--- config.mk ---
export PLATFORM = sky130hd
export DESIGN_NAME = piano_trainer
export DESIGN_NICKNAME = d
export VERILOG_FILES = /design/src/common/game_pkg.sv /design/src/common/piano_pkg.sv /design/src/common/trainer_ifs.sv /design/src/sequencer/beat_timer.sv /design/src/sequencer/game_sequencer.sv /design/src/game_result.sv /design/src/key_decode.sv /design/src/piano_trainer.sv
export SDC_FILE = /design/constraint.sdc
export NUM_CORES = 1
export LEC_CHECK = 0
export BUFFER_PORTS_ARGS = -buffer_cell sky130_fd_sc_hd__buf_2
export CAP_MARGIN = 10
export CORE_UTILIZATION = 35
export CTS_CLUSTER_SIZE = 14
export DETAILED_ROUTE_END_ITERATION = 7
export PLACE_DENSITY = 0.56
export SYNTH_ARGS = -nofsm -noshare
export SYNTH_HDL_FRONTEND = slang
export SYNTH_SLANG_ARGS = --single-unit
export TNS_END_PERCENT = 20
--- constraint.sdc ---
create_clock -name clock -period 2.9 [get_ports clock]
set_input_delay 0.145 -clock clock [delete_from_list [all_inputs] [get_ports clock]]
set_output_delay 0.145 -clock clock [all_outputs]
set_load 0.02 [all_outputs]
--- src/common/game_pkg.sv ---
/*
 * Game definitions
 * Sequencer states, result codes and timing constants
 */

package game_pkg;

    // Timing in clock cycles
    localparam int SHOW_CYCLES    = 4;
    localparam int TIMEOUT_CYCLES = 40;
    localparam int MIN_HOLD       = 3;

    // Beat timer count
    localparam int TICK_W = $clog2(TIMEOUT_CYCLES + 1);

    typedef logic [TICK_W-1:0] tick_t;

    // Saturating counts
    typedef logic [3:0] hold_t;
    typedef logic [5:0] score_t;

    typedef enum logic [3:0] {
        st_idle,
        st_new,
        st_show,
        st_gap,
        st_turn,
        st_play,
        st_judge,
        st_done
    } game_state_t;

    typedef enum logic [2:0] {
        res_none       = 3'd0,
        res_won        = 3'd1,
        res_wrong_note = 3'd2,
        res_timeout    = 3'd3,
        res_short      = 3'd4
    } result_t;

endpackage

--- src/common/piano_pkg.sv ---
/*
 * Piano keyboard and song definitions
 * Note and key types plus the built-in song table
 */

package piano_pkg;

    // Keyboard
    localparam int NUM_KEYS = 12;

    typedef logic [3:0]          note_t;
    typedef logic [NUM_KEYS-1:0] keys_t;

    // Song
    localparam int SONG_LEN = 8;

    typedef logic [2:0] song_idx_t;
    typedef logic [3:0] round_t;

    // Indices into the 12-key keyboard, position 0 first
    localparam note_t SONG [0:SONG_LEN-1] = '{
        4'd4, 4'd2, 4'd0, 4'd2, 4'd4, 4'd4, 4'd4, 4'd7
    };

endpackage

--- src/common/trainer_ifs.sv ---
/*
 * Trainer interfaces
 * Key events from the decoder and verdicts from the sequencer
 */

interface key_event_if import piano_pkg::*, game_pkg::*; ();
    logic  press;
    logic  released;
    note_t note;
    logic  chord;
    hold_t hold;

    modport source (output press, released, note, chord, hold);
    modport sink   (input  press, released, note, chord, hold);
endinterface

interface verdict_if import game_pkg::*; ();
    logic    new_game;
    logic    hit;
    logic    done;
    result_t result;

    modport source (output new_game, hit, done, result);
    modport sink   (input  new_game, hit, done, result);
endinterface

--- src/sequencer/beat_timer.sv ---
/*
 * Beat timer
 * Down-counter giving one expired strobe a set number of cycles after load
 */

module beat_timer import game_pkg::*; (
    input  logic  clock,
    input  logic  reset,
    input  logic  load,
    input  tick_t length,
    input  logic  cancel,
    output logic  expired
);

    tick_t count;
    logic  running;

    assign expired = running && (count == '0);

    always_ff @(posedge clock or posedge reset) begin
        if (reset) begin
            count   <= '0;
            running <= 1'b0;
        end else if (load) begin
            count   <= length - 1'b1;
            running <= 1'b1;
        end else if (cancel || expired) begin
            running <= 1'b0;
        end else if (running) begin
            count <= count - 1'b1;
        end
    end

endmodule

--- src/sequencer/game_sequencer.sv ---
/*
 * Game sequencer
 * Runs rounds of show and player phases and judges each played note
 * against the song table
 */

module game_sequencer import piano_pkg::*, game_pkg::*; (
    input  logic         clock,
    input  logic         reset,
    input  logic         start,
    key_event_if.sink    ev,
    verdict_if.source    vd,
    output logic         show_valid,
    output note_t        show_note,
    output logic         player_turn,
    output logic         play_note,
    output note_t        played_note,
    output round_t       round
);

    game_state_t state;
    game_state_t next_state;
    song_idx_t   pos;
    result_t     res_q;
    result_t     end_code;

    logic  tmr_load;
    logic  tmr_cancel;
    logic  tmr_expired;
    tick_t tmr_len;

    logic last_pos;
    logic final_round;
    logic note_wrong;
    logic note_short;
    logic note_ok;

    beat_timer i_beat_timer (
        .clock   (clock),
        .reset   (reset),
        .load    (tmr_load),
        .length  (tmr_len),
        .cancel  (tmr_cancel),
        .expired (tmr_expired)
    );

    assign last_pos    = (round_t'(pos) == round - round_t'(1));
    assign final_round = (round == round_t'(SONG_LEN));

    // Chord beats wrong note beats short hold
    assign note_wrong = ev.chord || (ev.note != SONG[pos]);
    assign note_short = ev.hold < hold_t'(MIN_HOLD);
    assign note_ok    = !note_wrong && !note_short;

    // ----------------------------
    // Next state and timer control
    // ----------------------------
    always_comb begin
        next_state = state;
        tmr_load   = 1'b0;
        tmr_cancel = 1'b0;
        tmr_len    = tick_t'(SHOW_CYCLES);
        end_code   = res_none;
        case (state)
            st_idle: begin
                if (start) begin
                    next_state = st_new;
                end
            end
            st_new: begin
                tmr_load   = 1'b1;
                next_state = st_show;
            end
            st_show: begin
                if (tmr_expired) begin
                    next_state = st_gap;
                end
            end
            st_gap: begin
                tmr_load = 1'b1;
                if (last_pos) begin
                    tmr_len    = tick_t'(TIMEOUT_CYCLES);
                    next_state = st_turn;
                end else begin
                    next_state = st_show;
                end
            end
            st_turn: begin
                if (ev.press) begin
                    tmr_cancel = 1'b1;
                    next_state = st_play;
                end else if (tmr_expired) begin
                    end_code   = res_timeout;
                    next_state = st_done;
                end
            end
            st_play: begin
                if (ev.released) begin
                    next_state = st_judge;
                end
            end
            st_judge: begin
                if (note_wrong) begin
                    end_code   = res_wrong_note;
                    next_state = st_done;
                end else if (note_short) begin
                    end_code   = res_short;
                    next_state = st_done;
                end else if (!last_pos) begin
                    tmr_load   = 1'b1;
                    tmr_len    = tick_t'(TIMEOUT_CYCLES);
                    next_state = st_turn;
                end else if (final_round) begin
                    end_code   = res_won;
                    next_state = st_done;
                end else begin
                    // Next round starts with its show phase
                    tmr_load   = 1'b1;
                    next_state = st_show;
                end
            end
            st_done: begin
                next_state = st_idle;
            end
            default: begin
                next_state = st_idle;
            end
        endcase
    end

    // ----------------------------
    // State, position and round
    // ----------------------------
    always_ff @(posedge clock or posedge reset) begin
        if (reset) begin
            state <= st_idle;
            pos   <= '0;
            round <= round_t'(1);
            res_q <= res_none;
        end else begin
            state <= next_state;
            if (next_state == st_done) begin
                res_q <= end_code;
            end
            case (state)
                st_idle: begin
                    if (start) begin
                        pos   <= '0;
                        round <= round_t'(1);
                    end
                end
                st_gap: begin
                    pos <= last_pos ? song_idx_t'(0) : pos + 1'b1;
                end
                st_judge: begin
                    if (note_ok && !last_pos) begin
                        pos <= pos + 1'b1;
                    end else if (note_ok && !final_round) begin
                        pos   <= '0;
                        round <= round + 1'b1;
                    end
                end
                default: begin
                end
            endcase
        end
    end

    // Outputs
    assign show_valid  = (state == st_show);
    assign show_note   = SONG[pos];
    assign player_turn = (state == st_turn);
    assign play_note   = (state == st_play);
    assign played_note = ev.note;

    assign vd.new_game = (state == st_new);
    assign vd.hit      = (state == st_judge) && note_ok;
    assign vd.done     = (state == st_done);
    assign vd.result   = res_q;

endmodule

--- src/game_result.sv ---
/*
 * Result stage
 * Latches the outcome of a game and keeps current and best score
 */

module game_result import game_pkg::*; (
    input  logic       clock,
    input  logic       reset,
    verdict_if.sink    vd,
    output result_t    result,
    output logic       won,
    output logic       lost,
    output score_t     score,
    output score_t     best_score
);

    always_ff @(posedge clock or posedge reset) begin
        if (reset) begin
            result     <= res_none;
            score      <= '0;
            best_score <= '0;
        end else begin
            if (vd.new_game) begin
                result <= res_none;
                score  <= '0;
            end else if (vd.hit && score != '1) begin
                score <= score + 1'b1;
            end
            // Last hit is already counted when done arrives
            if (vd.done) begin
                result <= vd.result;
                if (score > best_score) begin
                    best_score <= score;
                end
            end
        end
    end

    assign won  = (result == res_won);
    assign lost = (result != res_none) && (result != res_won);

endmodule

--- src/key_decode.sv ---
/*
 * Key decoder
 * Registers the keyboard, detects press and release of any key
 * and reports the lowest key, chord flag and hold length
 */

module key_decode import piano_pkg::*, game_pkg::*; (
    input  logic           clock,
    input  logic           reset,
    input  keys_t          keys,
    key_event_if.source    ev
);

    keys_t keys_q;
    logic  any_prev;
    logic  any_now;
    logic  multi;

    function automatic note_t lowest_key(input keys_t k);
        note_t n;
        n = '0;
        for (int i = NUM_KEYS - 1; i >= 0; i--) begin
            if (k[i]) begin
                n = note_t'(i);
            end
        end
        return n;
    endfunction

    assign any_now = |keys_q;
    // More than one bit set
    assign multi   = (keys_q & (keys_q - 1'b1)) != '0;

    // ----------------------------
    // Input register and edges
    // ----------------------------
    always_ff @(posedge clock or posedge reset) begin
        if (reset) begin
            keys_q      <= '0;
            any_prev    <= 1'b0;
            ev.press    <= 1'b0;
            ev.released <= 1'b0;
        end else begin
            keys_q      <= keys;
            any_prev    <= any_now;
            ev.press    <= any_now && !any_prev;
            ev.released <= !any_now && any_prev;
        end
    end

    // ----------------------------
    // Note payload
    // ----------------------------
    always_ff @(posedge clock) begin
        if (any_now && !any_prev) begin
            ev.note  <= lowest_key(keys_q);
            ev.chord <= multi;
            ev.hold  <= hold_t'(1);
        end else if (any_now) begin
            ev.chord <= ev.chord | multi;
            // Saturates at 15
            if (ev.hold != '1) begin
                ev.hold <= ev.hold + 1'b1;
            end
        end
    end

endmodule

--- src/piano_trainer.sv ---
/*
 * Piano trainer top level
 * Key decoder, game sequencer and result stage of the follow-the-leader game
 */

module piano_trainer import piano_pkg::*, game_pkg::*; (
    input  logic    clock,
    input  logic    reset,
    input  logic    start,
    input  keys_t   keys,
    output logic    show_valid,
    output note_t   show_note,
    output logic    player_turn,
    output logic    play_note,
    output note_t   played_note,
    output round_t  round,
    output result_t result,
    output logic    won,
    output logic    lost,
    output score_t  score,
    output score_t  best_score
);

    key_event_if key_ev ();
    verdict_if   verdict ();

    key_decode i_key_decode (
        .clock (clock),
        .reset (reset),
        .keys  (keys),
        .ev    (key_ev.source)
    );

    game_sequencer i_game_sequencer (
        .clock       (clock),
        .reset       (reset),
        .start       (start),
        .ev          (key_ev.sink),
        .vd          (verdict.source),
        .show_valid  (show_valid),
        .show_note   (show_note),
        .player_turn (player_turn),
        .play_note   (play_note),
        .played_note (played_note),
        .round       (round)
    );

    game_result i_game_result (
        .clock      (clock),
        .reset      (reset),
        .vd         (verdict.sink),
        .result     (result),
        .won        (won),
        .lost       (lost),
        .score      (score),
        .best_score (best_score)
    );

endmodule
==> summary.txt <==
Drt
  – Via Count: 2703
  – DRC: 0
  – Routed Antenna Nets: 0
  – WL final: ~7000 um
  – First DRT Iteration DRCs: 132
  – Wire per inst: 13.5 um
  – Drt first pass iters: 4
  – Vias per cell: roughly 5.2

Floorplanning
  – Die H: 98.6 um
  – Starting density of the core: 0.367
  – # IOs: 47
  – Core Box Area: 0.00889 mm^2
  – Die W: a little under 100 um
  – Die area: 0.00972 mm^2
  – # rows: 34

Pwr
  – Leak pwr: 1.89 nW
  – Peak VDD IR: between 0.2 and 0.3 mV
  – PD cells: 602 mW/mm^2

Layout
  – FF+latch area: 0.00151 mm^2
  – Ant diodes: 0
  – Multi-input gate area: 0.00163 mm^2
  – Fill cell count: 851
  – Layout cells sized above 1: 0.201
  – Final net count: 438
  – Layout area overhead: 22.8%
  – Final Non-Filler Cells: 521

Clocking
  – Root Driver: clkbuf_8
  – Clock latency on the worst-skew pair: between 0.3 and 0.4 ns
  – Clk slew on worst S/H paths: 0.07 ns
  – Clock Path Buffers: 2
  – CTS buffer count: 9
  – Clock Sinks: 60
  – Clock tree from TritonCTS: done
  – H-tree depth: 3

Global route
  – Grt total ovfl: 0
  – First-pass GRT wire length: around 12000 um
  – Vias in the first global route: between 2000 and 3000
  – Pin count of the biggest net entering global routing: 38
  – Initial antenna violation count: 0
  – Gr usage total: 0.156

Logic synthesis
  – Most frequent cell after synthesis: dfrtp_1
  – Post-synth ARST share: 0.850
  – Netlist cell types: 67
  – Synthesis-stage register bit count: 60
  – Post-synth top area cell: dfrtp_1
  – Synthesized area per cell: 9.47 um^2
  – XOR/XNOR Fraction of Synth Area: 0.0375
  – Sequential-to-total area share from yosys stat: 0.462
  – Synth Flop Type: dfrtp_1
  – Synth Area in Compound Gates: 0.174
  – Top post-synthesis cells by area: dfrtp_1 38%, ha_1 5.7%, edfxtp_1 4.6%, nor2_1 3.9%, nand2_1 3.6%
  – Syn Inst Count: about 350
  – Adder-cell share of the synthesized area: 0.0636
  – Post-synth EDFFs: 5
  – Main combinational cell family by area after synthesis: simple AND/OR/NAND/NOR gates
  – Commonest cells post-synth: 50 x dfrtp_1, 34 x nor2_1, 31 x nand2_1, 24 x inv_1
  – Mux cell area share after synthesis: 0.0161
  – Top-area cell type share of the netlist area: 0.383
  – Simple-Gate Fraction of Synth Area: 0.203
  – Synthesis Warnings: 0
  – Mapped Area: 0.00327 mm^2

Placement
  – Port bufs: 45
  – Gpl congestion: 0.814
  – # placed instances: 492
  – Post-DP HPWL: 5170 um
  – Pre-CTS WS: 0.173 ns

Worst setup path
  – Worst setup SP type: flop
  – Worst endpoint data arrival time: approximately 2.9 ns
  – CP Capture Point: i_game_sequencer.i_beat_timer.count[2]
  – Worst reg-to-reg setup slack: 0.18 ns
  – Crit path required time: 3.11 ns
  – Worst setup startpoint: i_game_sequencer.round[0]
  – Reg2reg end: i_game_sequencer.i_beat_timer.count[2]
  – RR Startpoint: i_game_sequencer.round[0]
  – Crit Path Max Fanout: 10
  – Crit Path Class: reg2reg
  – Crit end category: flop
  – Worst r2r path cells: 11

Timing
  – Setup TNS: 0 ns
  – Fin. max-slew vios: 0
  – RSZ-0062 raised after global routing: true
  – Slew of the pin with the lowest slew margin: around 0.65 ns
  – Hold violation total from the final report: 0
  – Skew final: 0.00770 ns
  – Setup ws final: 0.183 ns
  – Fin crit period: 2.72 ns
  – Final count of negative-setup-slack endpoints: 0
  – Tcrit/Tclk final: 0.937
  – Fmax: 0.368 GHz
  – Slew HR: 0.563

Run status
  – Outcome: complete, no violations

Flow run
  – Max-Cap Viols: 0

Min path
  – Hold Path Class: in2async
-- power by group --
part           total [mW]  internal (mW)  switching [mW]  leakage [nW]
Sequential           1.05          0.937           0.111         0.726
Combinational       0.402          0.187           0.214          1.04
Clock               0.964          0.621           0.343         0.126
Total                2.41           1.75           0.669          1.89
-- placed cells by master (no fill, tap or decap), types with 4 or more instances in the layout --
| cell | count |
|---|---|
| dfxtp_1 | 4 |
| inv_1 | 23 |
| buf_2 | 45 |
| nand2b_1 | 5 |
| o21a_1 | 5 |
| buf_4 | 4 |
| dfrtp_1 | 50 |
| clkbuf_8 | 11 |
| a21oi_1 | 19 |
| ha_1 | 15 |
| nand2_1 | 31 |
| o21ai_0 | 18 |
| nor2_1 | 34 |
| dlygate4sd3_1 | 13 |
| o21ai_1 | 5 |
| nand4_1 | 7 |
| or3_1 | 8 |
| edfxtp_1 | 5 |
| nor3_1 | 12 |
| xnor2_1 | 6 |
| xor2_1 | 8 |
| a22o_1 | 6 |
-- final cells by class --
type,count,share of cell area
multi-input cells,250,0.407
flip-flops and latches,60,0.376
repair buffers,62,0.0961
clock buffers,11,0.0378
well taps,108,0.0337
clock inverters,5,0.0265
inverters,25,0.0234
-- through the flow --
step / util / hold slack, ns / instance area [um^2] / total power, mW
after global routing: 0.451 / 0.286 / 4010 / 2.56
after detailed placement: 0.407 / 0.130 / 3620 / 1.45
after global placement: 0.407 / 0.121 / 3620 / 1.44
after floorplan: - / 0.176 / 3280 / 1.35
final: 0.451 / 0.298 / 4010 / 2.41
after CTS: 0.451 / 0.290 / 4010 / 2.44
-- how the worst min path moves through the flow --
stage | slack, ns | cells after the start | end | startpoint
global placement | 0.12 | 2 | i_game_result.best_score[0] | reset
global route | 0.29 | 3 | i_game_sequencer.round[2] | start
floorplan | 0.18 | 0 | i_key_decode.keys_q[0] | keys[0]
detailed placement | 0.13 | 2 | i_game_result.best_score[0] | reset
finish | 0.30 | 3 | i_game_result.best_score[0] | reset
CTS | 0.29 | 3 | i_game_sequencer.round[2] | start
-- critical path, stage by stage (launching register included) --
cell	delay (ns)
dfstp_2	0.63
inv_1	0.09
ha_1	0.32
xnor2_1	0.14
nor4_1	0.22
nand4_1	0.18
a22oi_2	0.26
nand2_1	0.10
ha_1	0.24
a211o_1	0.27
o21ai_0	0.07
a31oi_1	0.06
-- flip-flops by register name, summed over array words and instances, names as in the netlist --
| name | count |
|---|---|
| i_key_decode.keys_q | 12 |
| i_game_result.best_score | 6 |
| i_game_result.score | 6 |
| i_game_sequencer.i_beat_timer.count | 6 |
| i_game_sequencer.round | 4 |
| i_game_sequencer.state | 4 |
| i_key_decode.ev.hold | 4 |
| i_key_decode.ev.note | 4 |
| i_game_result.result | 3 |
| i_game_sequencer.pos | 3 |
| i_game_sequencer.vd.result | 3 |
| i_game_sequencer.i_beat_timer.running | 1 |
| i_key_decode.any_prev | 1 |
| i_key_decode.ev.chord | 1 |
| i_key_decode.ev.press | 1 |
| i_key_decode.ev.released | 1 |
-- cell families after synthesis --
logic type                 count (synthesis)
AOI/OAI and AO/OA                         84
xor gates and xnor gates                  14
adders and majority gates                 17
buffers and inverters                     36
DFF                                       60
muxes                                      5
other                                      1
and+or+nand+nor                          128
-- metal layers --
layer | vias up | global-route usage | wire length [um]
li1 | 1356 | - | -
met3 | 10 | 0.0461 | 267
met1 | 1283 | 0.190 | 3330
met2 | 54 | 0.262 | 3310
met4 | 0 | 0.0574 | 99
met5 | - | 0 | 0
-- what timing repair did --
action                                 CTS  global route
hold buffers                            13             0
gates resized for setup                  0             2
setup endpoints to repair                0             3
buffers inserted                         0             0
endpoints found under the hold margin   25             0
Power figures use the tool's default switching activity.
